`config.mk`:
```
export PLATFORM = sky130hd
export DESIGN_NAME = decode
export DESIGN_NICKNAME = d
export VERILOG_FILES = /design/src/hw/decode_pkg.sv /design/src/hw/control.sv /design/src/hw/decode.sv /design/src/hw/regFileBypass.sv
export VERILOG_INCLUDE_DIRS = /design/src /design/src/hw
export SDC_FILE = /design/constraint.sdc
export NUM_CORES = 1
export LEC_CHECK = 0
export BUFFER_PORTS_ARGS = -buffer_cell sky130_fd_sc_hd__buf_2
export CORE_MARGIN = 4
export CORE_UTILIZATION = 56
export DETAILED_ROUTE_END_ITERATION = 10
export HOLD_SLACK_MARGIN = 0.1
export PLACE_DENSITY = 0.81
export SLEW_MARGIN = 0
export SYNTH_ARGS = -nofsm -noshare
export SYNTH_HDL_FRONTEND = slang
export SYNTH_SLANG_ARGS = --single-unit
```
`constraint.sdc`:
```
create_clock -name clk -period 1.8 [get_ports clk]
set_clock_uncertainty 0.1 [all_clocks]
set_input_delay 0.18 -clock clk [delete_from_list [all_inputs] [get_ports clk]]
set_output_delay 0.18 -clock clk [all_outputs]
set_load 0.02 [all_outputs]
```
`src/hw/decode_consts.svh`:
```
`ifndef DECODE_CONSTS_SVH
`define DECODE_CONSTS_SVH

// Datapath sizes
`define DATA_WIDTH    16 // Machine word
`define NUM_REGS      8  // R0..R7
`define REG_SEL_WIDTH 3  // Register number

// Instruction field positions
`define OPCODE_MSB 15
`define OPCODE_LSB 11
`define RS1_MSB    10 // Rs, first read port
`define RS1_LSB    8
`define RS2_MSB    7  // Rt, or Rd of I-format 1
`define RS2_LSB    5
`define RD_MSB     4  // Rd of R-format
`define RD_LSB     2
`define FUNC_MSB   1  // ALU/shift function select
`define FUNC_LSB   0

// Immediate field widths, all right aligned in the word
`define IMM5_WIDTH  5
`define IMM8_WIDTH  8
`define IMM11_WIDTH 11

// Encoded control field widths
`define ALU_OP_WIDTH 4
`define SEL_WIDTH    2 // regDst, memToReg, ALU sources

`endif

```
`src/hw/decode_pkg.sv`:
```
`include "decode_consts.svh"

package decode_pkg;

   typedef logic [`DATA_WIDTH-1:0]    wordT;   // Register and bus word
   typedef logic [`REG_SEL_WIDTH-1:0] regSelT; // Register number

   // Implemented opcodes, anything else is illegal
   typedef enum logic [`OPCODE_MSB-`OPCODE_LSB:0] {
      OP_HALT  = 5'b00000,
      OP_NOP   = 5'b00001,
      OP_J     = 5'b00100, // PC-relative, imm11
      OP_JR    = 5'b00101, // Rs + imm8
      OP_JAL   = 5'b00110,
      OP_JALR  = 5'b00111,
      OP_ADDI  = 5'b01000,
      OP_SUBI  = 5'b01001, // Rd = imm - Rs
      OP_XORI  = 5'b01010,
      OP_ANDNI = 5'b01011,
      OP_BEQZ  = 5'b01100,
      OP_BNEZ  = 5'b01101,
      OP_BLTZ  = 5'b01110,
      OP_BGEZ  = 5'b01111,
      OP_ST    = 5'b10000,
      OP_LD    = 5'b10001,
      OP_SLBI  = 5'b10010, // Rs = (Rs << 8) | imm8
      OP_STU   = 5'b10011, // Store, then Rs = address
      OP_LBI   = 5'b11000,
      OP_SHIFT = 5'b11010, // ROL/SLL/ROR/SRL by func
      OP_ALU   = 5'b11011, // ADD/SUB/XOR/ANDN by func
      OP_SEQ   = 5'b11100,
      OP_SLT   = 5'b11101,
      OP_SLE   = 5'b11110,
      OP_SCO   = 5'b11111  // Set on carry out
   } opcodeE;

   typedef enum logic [`ALU_OP_WIDTH-1:0] {
      ALU_ADD, ALU_SUB, ALU_XOR, ALU_ANDN,
      ALU_ROL, ALU_SLL, ALU_ROR, ALU_SRL,
      ALU_PASSB, // Operand B straight through
      ALU_SLBI,
      ALU_SEQ, ALU_SLT, ALU_SLE, ALU_SCO
   } aluOpE;

   // Write register field, encoding matches the decode mux
   typedef enum logic [`SEL_WIDTH-1:0] {
      RD_RS2 = 2'b00, // Bits 7:5
      RD_RS1 = 2'b01, // Bits 10:8
      RD_RD  = 2'b10, // Bits 4:2
      RD_R7  = 2'b11  // Link register
   } regDstE;

   typedef enum logic [`SEL_WIDTH-1:0] {
      WB_ALU, WB_MEM, WB_PC2, WB_IMM
   } memToRegE;

   // Shared by both ALU operand muxes
   typedef enum logic [`SEL_WIDTH-1:0] {
      SRC_REG, SRC_IMM, SRC_PC, SRC_ZERO
   } srcSelE;

endpackage

```
`src/hw/control.sv`:
```
`include "decode_consts.svh"

module control (
   input  decode_pkg::opcodeE                opcode,
   input  logic [`FUNC_MSB-`FUNC_LSB:0]      func,
   output logic                              zeroExt,   // Zero-extend imm5/imm8
   output logic                              immSrc,    // ALU immediate, 0 imm5, 1 imm8
   output logic                              regWrite,
   output logic                              memEnable,
   output logic                              memWrite,
   output logic                              memRead,
   output logic                              aluJump,   // Next PC from ALU result
   output logic                              potRaw,    // Reads a source register
   output logic                              invA,
   output logic                              invB,
   output logic                              cin,
   output logic                              beq,
   output logic                              bne,
   output logic                              blt,
   output logic                              bgt,
   output logic                              halt,
   output logic                              err,       // Opcode not implemented
   output decode_pkg::regDstE                regDst,
   output decode_pkg::memToRegE              memToReg,
   output decode_pkg::srcSelE                aluSrc1,
   output decode_pkg::srcSelE                aluSrc2,
   output decode_pkg::aluOpE                 aluOp
);
   import decode_pkg::*;

   always_comb begin
      zeroExt   = 1'b0;                             // Defaults describe a NOP
      immSrc    = 1'b0;
      regWrite  = 1'b0;
      memEnable = 1'b0;
      memWrite  = 1'b0;
      memRead   = 1'b0;
      aluJump   = 1'b0;
      potRaw    = 1'b0;
      invA      = 1'b0;
      invB      = 1'b0;
      cin       = 1'b0;
      beq       = 1'b0;
      bne       = 1'b0;
      blt       = 1'b0;
      bgt       = 1'b0;
      halt      = 1'b0;
      err       = 1'b0;
      regDst    = RD_RS2;
      memToReg  = WB_ALU;
      aluSrc1   = SRC_REG;
      aluSrc2   = SRC_REG;
      aluOp     = ALU_ADD;

      case (opcode)
         OP_HALT: begin
            halt = 1'b1;                            // Stops fetch at retire
         end
         OP_NOP: begin
            // Nothing beyond the defaults
         end
         OP_ADDI, OP_SUBI, OP_XORI, OP_ANDNI: begin
            regWrite = 1'b1;                        // Rd in bits 7:5
            potRaw   = 1'b1;
            aluSrc2  = SRC_IMM;
            case (opcode)
               OP_SUBI: begin
                  aluOp = ALU_SUB;                  // imm - Rs
                  invA  = 1'b1;
                  cin   = 1'b1;
               end
               OP_XORI: begin
                  aluOp   = ALU_XOR;
                  zeroExt = 1'b1;                   // Logical ops take unsigned imm
               end
               OP_ANDNI: begin
                  aluOp   = ALU_ANDN;
                  invB    = 1'b1;                   // A & ~imm
                  zeroExt = 1'b1;
               end
               default: aluOp = ALU_ADD;
            endcase
         end
         OP_LD: begin
            regWrite  = 1'b1;
            memEnable = 1'b1;
            memRead   = 1'b1;
            memToReg  = WB_MEM;
            potRaw    = 1'b1;                       // Base register
            aluSrc2   = SRC_IMM;                    // Rs + imm5
         end
         OP_ST, OP_STU: begin
            memEnable = 1'b1;
            memWrite  = 1'b1;
            potRaw    = 1'b1;                       // Base and store data
            aluSrc2   = SRC_IMM;
            if (opcode == OP_STU) begin
               regWrite = 1'b1;                     // Base gets the address
               regDst   = RD_RS1;
            end
         end
         OP_LBI: begin
            regWrite = 1'b1;
            regDst   = RD_RS1;
            immSrc   = 1'b1;
            aluSrc2  = SRC_IMM;
            aluOp    = ALU_PASSB;                   // Signed imm8 into Rs
         end
         OP_SLBI: begin
            regWrite = 1'b1;
            regDst   = RD_RS1;
            potRaw   = 1'b1;
            zeroExt  = 1'b1;                        // Low byte is raw
            immSrc   = 1'b1;
            aluSrc2  = SRC_IMM;
            aluOp    = ALU_SLBI;
         end
         OP_BEQZ, OP_BNEZ, OP_BLTZ, OP_BGEZ: begin
            potRaw  = 1'b1;                         // Rs vs zero
            immSrc  = 1'b1;                         // imm8 offset
            aluSrc2 = SRC_ZERO;                     // Rs passes the adder
            beq     = (opcode == OP_BEQZ);
            bne     = (opcode == OP_BNEZ);
            blt     = (opcode == OP_BLTZ);
            bgt     = (opcode == OP_BGEZ);
         end
         OP_J, OP_JAL: begin
            aluJump = 1'b1;
            aluSrc1 = SRC_PC;                       // PC+2 + imm11
            aluSrc2 = SRC_IMM;
            if (opcode == OP_JAL) begin
               regWrite = 1'b1;
               regDst   = RD_R7;
               memToReg = WB_PC2;                   // Link address
            end
         end
         OP_JR, OP_JALR: begin
            aluJump = 1'b1;
            potRaw  = 1'b1;
            immSrc  = 1'b1;                         // Rs + imm8
            aluSrc2 = SRC_IMM;
            if (opcode == OP_JALR) begin
               regWrite = 1'b1;
               regDst   = RD_R7;
               memToReg = WB_PC2;
            end
         end
         OP_ALU: begin
            regWrite = 1'b1;
            regDst   = RD_RD;
            potRaw   = 1'b1;
            case (func)
               2'b00: aluOp = ALU_ADD;
               2'b01: begin
                  aluOp = ALU_SUB;                  // Rt - Rs
                  invA  = 1'b1;
                  cin   = 1'b1;
               end
               2'b10: aluOp = ALU_XOR;
               default: begin
                  aluOp = ALU_ANDN;
                  invB  = 1'b1;
               end
            endcase
         end
         OP_SHIFT: begin
            regWrite = 1'b1;
            regDst   = RD_RD;
            potRaw   = 1'b1;
            case (func)                             // Amount from Rt
               2'b00:   aluOp = ALU_ROL;
               2'b01:   aluOp = ALU_SLL;
               2'b10:   aluOp = ALU_ROR;
               default: aluOp = ALU_SRL;
            endcase
         end
         OP_SEQ, OP_SLT, OP_SLE, OP_SCO: begin
            regWrite = 1'b1;
            regDst   = RD_RD;
            potRaw   = 1'b1;
            if (opcode != OP_SCO) begin
               invB = 1'b1;                         // Compare via Rs - Rt
               cin  = 1'b1;
            end
            case (opcode)
               OP_SEQ:  aluOp = ALU_SEQ;
               OP_SLT:  aluOp = ALU_SLT;
               OP_SLE:  aluOp = ALU_SLE;
               default: aluOp = ALU_SCO;            // Carry of Rs + Rt
            endcase
         end
         default: begin
            err = 1'b1;                             // Strobes stay at defaults
         end
      endcase
   end

endmodule

```
`src/hw/decode.sv`:
```
`include "decode_consts.svh"

module decode (
   input  logic                   clk,
   input  logic                   rstN,
   input  decode_pkg::wordT       instruction,
   input  decode_pkg::wordT       writeData,     // From write-back
   input  logic                   writeEn,
   input  decode_pkg::regSelT     writeReg,
   input  decode_pkg::wordT       pcUpdated,     // PC+2 of this instruction
   output logic                   immSrc,
   output logic                   regWrite,
   output logic                   memEnable,
   output logic                   memWrite,
   output logic                   memRead,
   output logic                   aluJump,
   output logic                   potRaw,
   output logic                   invA,
   output logic                   invB,
   output logic                   cin,
   output logic                   beq,
   output logic                   bne,
   output logic                   blt,
   output logic                   bgt,
   output logic                   halt,
   output logic                   err,
   output decode_pkg::memToRegE   memToReg,
   output decode_pkg::srcSelE     aluSrc1,
   output decode_pkg::srcSelE     aluSrc2,
   output decode_pkg::aluOpE      aluOp,
   output decode_pkg::wordT       readData1,
   output decode_pkg::wordT       readData2,
   output decode_pkg::wordT       imm5Ext,
   output decode_pkg::wordT       imm8Ext,
   output decode_pkg::wordT       imm11Ext,
   output decode_pkg::regSelT     writeRegister
);
   import decode_pkg::*;

   logic                      zeroExt;           // Consumed here only
   regDstE                    regDst;
   logic [`IMM5_WIDTH-1:0]    imm5;
   logic [`IMM8_WIDTH-1:0]    imm8;
   logic [`IMM11_WIDTH-1:0]   imm11;
   logic                      imm5Fill;
   logic                      imm8Fill;

   control u_control (
      .opcode    (opcodeE'(instruction[`OPCODE_MSB:`OPCODE_LSB])),
      .func      (instruction[`FUNC_MSB:`FUNC_LSB]),
      .zeroExt   (zeroExt),
      .immSrc    (immSrc),
      .regWrite  (regWrite),
      .memEnable (memEnable),
      .memWrite  (memWrite),
      .memRead   (memRead),
      .aluJump   (aluJump),
      .potRaw    (potRaw),
      .invA      (invA),
      .invB      (invB),
      .cin       (cin),
      .beq       (beq),
      .bne       (bne),
      .blt       (blt),
      .bgt       (bgt),
      .halt      (halt),
      .err       (err),                          // Only error source
      .regDst    (regDst),
      .memToReg  (memToReg),
      .aluSrc1   (aluSrc1),
      .aluSrc2   (aluSrc2),
      .aluOp     (aluOp)
   );

   regFileBypass u_regFile (
      .clk       (clk),
      .rstN      (rstN),
      .read1Sel  (instruction[`RS1_MSB:`RS1_LSB]),
      .read2Sel  (instruction[`RS2_MSB:`RS2_LSB]),
      .writeReg  (writeReg),
      .writeEn   (writeEn),
      .writeData (writeData),
      .read1Data (readData1),
      .read2Data (readData2)
   );

   // Immediate fields sit right aligned
   assign imm5  = instruction[`IMM5_WIDTH-1:0];
   assign imm8  = instruction[`IMM8_WIDTH-1:0];
   assign imm11 = instruction[`IMM11_WIDTH-1:0];

   // Fill bit is the sign unless zero extension is asked for
   assign imm5Fill = ~zeroExt & imm5[`IMM5_WIDTH-1];
   assign imm8Fill = ~zeroExt & imm8[`IMM8_WIDTH-1];

   assign imm5Ext  = {{(`DATA_WIDTH-`IMM5_WIDTH){imm5Fill}}, imm5};
   assign imm8Ext  = {{(`DATA_WIDTH-`IMM8_WIDTH){imm8Fill}}, imm8};
   assign imm11Ext = {{(`DATA_WIDTH-`IMM11_WIDTH){imm11[`IMM11_WIDTH-1]}}, imm11}; // Always signed

   // Destination register by format
   always_comb begin
      case (regDst)
         RD_RS2:  writeRegister = instruction[`RS2_MSB:`RS2_LSB]; // I-format 1
         RD_RS1:  writeRegister = instruction[`RS1_MSB:`RS1_LSB]; // LBI, SLBI, STU
         RD_RD:   writeRegister = instruction[`RD_MSB:`RD_LSB];   // R-format
         default: writeRegister = regSelT'(`NUM_REGS - 1);        // Link to R7
      endcase
   end

endmodule

```
`src/hw/regFileBypass.sv`:
```
`include "decode_consts.svh"

module regFileBypass (
   input  logic               clk,
   input  logic               rstN,
   input  decode_pkg::regSelT read1Sel,
   input  decode_pkg::regSelT read2Sel,
   input  decode_pkg::regSelT writeReg,
   input  logic               writeEn,
   input  decode_pkg::wordT   writeData,
   output decode_pkg::wordT   read1Data,
   output decode_pkg::wordT   read2Data
);
   import decode_pkg::*;

   wordT regs [`NUM_REGS];                         // R0 is an ordinary register
   logic hit1;
   logic hit2;

   // Storage, written at the edge that ends the write-back cycle
   always_ff @(posedge clk or negedge rstN) begin
      if (!rstN) begin
         for (int i = 0; i < `NUM_REGS; i++) begin
            regs[i] <= '0;
         end
      end else if (writeEn) begin
         regs[writeReg] <= writeData;
      end
   end

   // Same-cycle forwarding of the write port
   assign hit1 = writeEn && (writeReg == read1Sel);
   assign hit2 = writeEn && (writeReg == read2Sel);

   assign read1Data = hit1 ? writeData : regs[read1Sel];  // Rs
   assign read2Data = hit2 ? writeData : regs[read2Sel];  // Rt

endmodule

```
### Word level (Yosys, flattened, before mapping)

Index checks and enable logic that the tools add are counted.

* output and inout bits: 109
* bits in registers: 128
* bits in read-only memories: 0
* memories kept: 0
* RAM bits: 0
* latch bits: 0
* input bits: 54

* bitwise gates (word level): 6
* multiplexer cells: 52
* order comparisons: 4
* equality and inequality tests: 31
* shift-type cells: 0
* div/mod/pow operators: 0
* add/sub/neg operators: 0
* reduce and logical (&&, ||, !) cells: 23
* multiply operators: 0

Operators with widths (count)
* 128-bit bitwise mux: 1
* 16-bit two-way mux: 7
* 16-bit binary-select mux with 3-bit select: 2
* 5-bit == test (second input constant): 11
* 16-bit demux with 3-bit select: 1
* 5-bit by 4-bit == test with 1-bit output (second input constant): 8
* 13-bit OR reduction: 2
* 25-bit OR reduction: 1
* 2-bit case mux with 3 select lines: 4
* 4-bit case mux with 6 select lines: 1
* 1-bit two-way mux: 22
* 5-bit by 3-bit == test with 1-bit output (second input constant): 4
* 20-bit OR reduction: 1
* 3-bit case mux with 3 select lines: 2
* 4-bit OR reduction: 4
* 4-bit >= comparator (second input constant): 3
* 3-bit NOT with 4-bit output: 3
* 2-bit two-way mux: 5
* 2-bit case mux with 5 select lines: 1
* 2-bit OR reduction: 5
* 8-bit OR reduction: 1
* 3-bit == test: 2
* 1-bit case mux with 3 select lines: 2
* 3-bit OR reduction: 2
* other kinds (14): 21

### Logic depth before layout (Yosys ltp)

* depth after elaboration: 6
* mapped depth: 7
* gate-level depth less buffers: 4

### Cells and area by module

A second synthesis with hierarchy kept.

* cells, all modules: 596
* area total of the unflattened synthesis: 8486.9 µm²

Modules (own cells, without submodules)
* regFileBypass: sequential area each 3203.1 µm², times used 1, area an instance 7508.5 µm², cells each 452
* control: sequential area each 0.0 µm², times used 1, area an instance 536.8 µm², cells each 87
* decode: sequential area each 0.0 µm², times used 1, area an instance 441.7 µm², cells each 57

### Worst setup path after synthesis

OpenSTA, ideal clock, no wires.

* kind: input port to output port
* start: input instruction[8]
* end: output readData1[10]
* path slack: 0.137 ns
* arrival time: 1.383 ns
* stages on the path: 6
* data required time: 1.520 ns
* path buffers: 3
* cells stage by stage: buf_4 buf_6 xnor2_1 nand4_1 clkbuf_1 a21oi_1

* longest elaborated chain between the ends: 5
* elaborated cells on any way between the ends: 7
* classes of those cells: 1 x eq/ne; 4 x mux; 1 x bitwise; 1 x reduce/logical

Ends and longest elaborated chain
* start: declaration: RTL line decode.sv:6 `input decode_pkg::wordT instruction,`
* 3-bit NOT with 4-bit output (not written as such): RTL line regFileBypass.sv:35 `assign read1Data = hit1 ? writeData : regs[read1Sel];`
* 16-bit binary-select mux with 3-bit select: RTL line regFileBypass.sv:35
* 16-bit two-way mux (not written as such) (2 in a row): RTL line regFileBypass.sv:35
* 16-bit two-way mux (*): RTL line regFileBypass.sv:35
* end: declaration: RTL line decode.sv:31 `output decode_pkg::wordT readData1,`

Mark *: on every way between the ends. The rest lies on a longest branch, timed or not. The select of a mux whose other input is x is not followed.

### Final worst setup path

* start: register u_regFile.regs[69] (netlist bit)
* end: output readData2[5]

* longest elaborated chain between the ends: 4

Ends and longest elaborated chain
* start: declaration: RTL line regFileBypass.sv:16 `` wordT regs [`NUM_REGS]; ``
* start signal: indexed assignment: RTL line regFileBypass.sv:27 `regs[writeReg] <= writeData;`
* 16-bit binary-select mux with 3-bit select: RTL line regFileBypass.sv:36 `assign read2Data = hit2 ? writeData : regs[read2Sel];`
* 16-bit two-way mux (not written as such) (2 in a row): RTL line regFileBypass.sv:36
* 16-bit two-way mux: RTL line regFileBypass.sv:36
* end: declaration: RTL line decode.sv:32 `output decode_pkg::wordT readData2,`

Every way passes these cells. The select of a mux whose other input is x is not followed.

==> metrics list <==
* Run status: complete, but fails checks
* Violations in the final reports: negative setup slack
- Total inserted antenna cells: 0
- Synthesis inferred 128 register bits.
- Clock insertion delay at the later pin of the skew report: 0.42 ns
- The most used flip-flop cell after synthesis is sky130_fd_sc_hd__dfrtp_1.
- Total power per unit cell area: 1070 mW/mm^2
- In this run, the number of DRC markers left after iteration 0 of detailed routing was 450.
- Crit Reg-Reg Startpoint: u_regFile.regs[4]
- In the routed design, unresolved DRC markers number 0.
* Number of clock sinks: 128
- Top cells by area, synth: sky130_fd_sc_hd__dfrtp_1 39%, sky130_fd_sc_hd__mux4_2 17%, sky130_fd_sc_hd__mux2_2 16%, sky130_fd_sc_hd__buf_4 7.0%, sky130_fd_sc_hd__mux2i_1 4.0%
* Maximum number of pins on one net before global-route repair: just over 50
- F_max: 479 MHz
- Pins over their slew limit: 0
- Cell area after synthesis: between 0.008 and 0.009 sq mm
- Minimum clock period after layout: about 2.1 ns
- Across the run, the number of max-cap violations was 0.
- The die is 129 microns wide.
- For this run the aggregate overflow at the end of global routing stands at 0.
- Standard cell core area: roughly 0.014 sq mm
- The number of endpoints with negative hold slack in the final report came to 0.
* Launch point of the worst path: u_regFile.regs[69]
- Adding up every negative setup slack in the final design gives -6.27 ns.
- Cell-by-cell trace of the critical path: mux4_2, mux2i_2, a21oi_1, buf_2
- Counting flops per register, the top entry is u_regFile.regs.
* Highest ir drop seen on vdd: around 790 uV
* Pleak: 4.45 nW
- For this design, the slowest cell found on the critical path is sky130_fd_sc_hd__mux4_2.
* Register area share after synthesis: roughly two fifths
- RD Place Congestion: 0.841
* Drt pass-1 iters: 5
- The first global-routing pass estimated roughly 33000 microns of wire.
- Crit path max fanout: 3
* Die Area: 0.0167 sq mm
* CP endpoint kind: output port
- Slew margin rel.: 66.4%
* Number of nets at the end of the flow: 815
- Post-placement setup slack: -0.0790 ns
* Final Cycle Share: 116%
* Area share of the largest cell type after synthesis: 38.9%
- Total CTS buffers: 17
- CTS tree: done
* Total track usage: about a quarter
- Counting every net in the synthesized netlist gives 694.
* Crit path buffers/inverters: 1
- CP Launch Type: flop
- At the pin with the least slew margin, the transition time is around 0.50 ns.
- IO Count: roughly 160
- Setup violations remaining at the end of the flow were counted as 32.
* CP max stage delay: 0.49 ns
* Async set-or-reset flop fraction in the synthesized netlist: 100%
- The largest registers in the layout are u_regFile.regs x128.
- For this configuration, the core starts out at a cell density of 56.9%.
- Placed wire-length estimate: 13800 microns
- EDFF count, synth: 0
* Hold_ws: 0.172 ns
- Number of placement rows: 44
* Max clock buf depth: 2
* Proportion of layout cells with a drive suffix above 1: 57.4%
* Quantity of I/O buffers inserted on ports: 145
- Clock-pin slew was measured on the worst setup and hold paths at 0.06 ns.
- The area growth from synthesis to layout is 20.3%.
- The average instance in the mapped netlist occupies 12.9 sq um.
* Yosys synthesis warning count: 0
- Synth area leader: sky130_fd_sc_hd__dfrtp_1
* Average vias per placed instance: 6.32
* Number of nets still failing antenna checks after routing: 0
* Root Driver: sky130_fd_sc_hd__clkbuf_16
- Across all layers, the routed design uses approximately 6100 vias.
* Number of global-route vias before repair: approximately 6200
* Wirelength per Cell: 22.3 microns
* Class of the most critical setup path: flop to output port
- Antenna violations before repair: 0
- After layout, the worst setup slack is -0.288 ns.
- H-tree Lvls: 4
- The routed design has 21300 microns of wire.
* Die extent in y: 129 microns
- The register with the most flip-flops in the layout has approximately 130 of them.
* Setup repair after global routing missed its margin: true
- Data required time at the worst endpoint: 1.52 ns
* FILL cells: 962
* Number of cells produced by synthesis: 640
* Arrival time at the worst endpoint: 1.81 ns
- On the critical path the largest part of the delay comes from multiplexers.
* Hold Crit Class: input port to async pin
- Synth unique cells: 46
==> report_power, final <==
group | switching, mW | internal [mW] | total, mW | leakage [nW]
clock | 1.23 | 1.99 | 3.22 | 0.267
sequential | 0.503 | 3.52 | 4.02 | 1.54
combinational | 1.50 | 1.89 | 3.40 | 2.64
==> path summary, 6_finish.rpt <==
check                      slack, ns                  to  cells after the start
max                            -0.29        readData2[5]                      4
min                             0.17  u_regFile.regs[24]                      2
max reg2reg                     0.68   u_regFile.regs[4]                      3
min reg2reg                     0.43  u_regFile.regs[77]                      1
max in group asynchronous       0.79  u_regFile.regs[11]                      3
min in group clk                0.22  u_regFile.regs[79]                      3
==> kinds of logic (layout without fill, tap and decap cells) <==
kind of cell	count (synthesis)	after routing	synth area share [%]
compound gates	66	66	4.80
other cells	1	1	0.0455
flops	128	128	38.9
xor+xnor	7	7	0.744
buf+inv	120	253	9.91
simple gates	93	93	6.21
mux	225	225	39.4
==> cell usage after synthesis, drive strengths merged, types with 2 or more instances <==
cell type	instances
inv	5
a221o	3
a32o	3
a21o	4
nand2b	4
clkbuf	9
mux4	64
nand4b	4
a31oi	4
nor2b	3
dfrtp	128
o21ai	7
and2	4
buf	106
nor3b	3
nand2	11
xnor2	7
nor2	50
mux2i	33
nand3	2
nor3	4
or2	2
and3	2
nand4	3
mux2	128
a21oi	38
==> metal layers <==
| metal | share of wire, % | global-route usage (%) | vias to the layer above |
|---|---|---|---|
| met2 | 52 | 45.5 | 319 |
| met3 | 8.2 | 5.48 | 54 |
| met1 | 37 | 31.5 | 3103 |
| li1 | - | - | 2577 |
| met4 | 2.8 | 11.7 | 0 |
| met5 | 0 | 0 | - |
==> worst reg2reg max path, delay by kind of cell, from the launching register on <==
family,cells,cell delay (ns)
flip-flops,1,0.39
multiplexers,1,0.26
buffers and inverters,2,0.25
==> area by class of cell <==
cell class | instances | area, sq um | area share (%)
Clock buffer | 25 | 485 | 4.89
Clock inverter | 6 | 57.6 | 0.580
Inverter | 5 | 18.8 | 0.189
Multi-Input combinational cell | 392 | 4290 | 43.2
Sequential cell | 128 | 3200 | 32.3
Tap cell | 184 | 230 | 2.32
Timing Repair Buffer | 217 | 1630 | 16.5
==> layout by cell type (no fill, tap or decap), types with 6 or more instances in the layout <==
cell / count
sky130_fd_sc_hd__dfrtp_1: 128
sky130_fd_sc_hd__mux2_2: 118
sky130_fd_sc_hd__buf_2: 114
sky130_fd_sc_hd__mux4_2: 64
sky130_fd_sc_hd__buf_4: 62
sky130_fd_sc_hd__nor2_1: 50
sky130_fd_sc_hd__a21oi_1: 31
sky130_fd_sc_hd__mux2i_1: 27
sky130_fd_sc_hd__buf_12: 18
sky130_fd_sc_hd__clkbuf_16: 17
sky130_fd_sc_hd__dlygate4sd3_1: 17
sky130_fd_sc_hd__nand2_1: 11
sky130_fd_sc_hd__mux2_4: 10
sky130_fd_sc_hd__xnor2_1: 7
sky130_fd_sc_hd__a21oi_2: 7
sky130_fd_sc_hd__o21ai_0: 7
sky130_fd_sc_hd__buf_6: 6
==> metrics by stage <==
step,cell area (sq um),std cells,total power [mW],util [%]
after floorplan,8240,640,6.19,-
after global placement,8940,895,6.84,61.7
after detailed placement,8940,895,7.05,61.7
after CTS,9820,954,10.5,67.8
after global routing,9920,957,11.1,68.5
final,9920,957,10.6,68.5
==> repair_timing <==
action                                 in CTS  in global routing
endpoints found under the hold margin     256                  0
buffers inserted                           11                  3
setup endpoints to repair                  32                 32
pin swaps                                  25                 10
resized for setup                          31                 20
hold buffers                               17                  0
No activity file was read; power rests on OpenSTA's default activity.
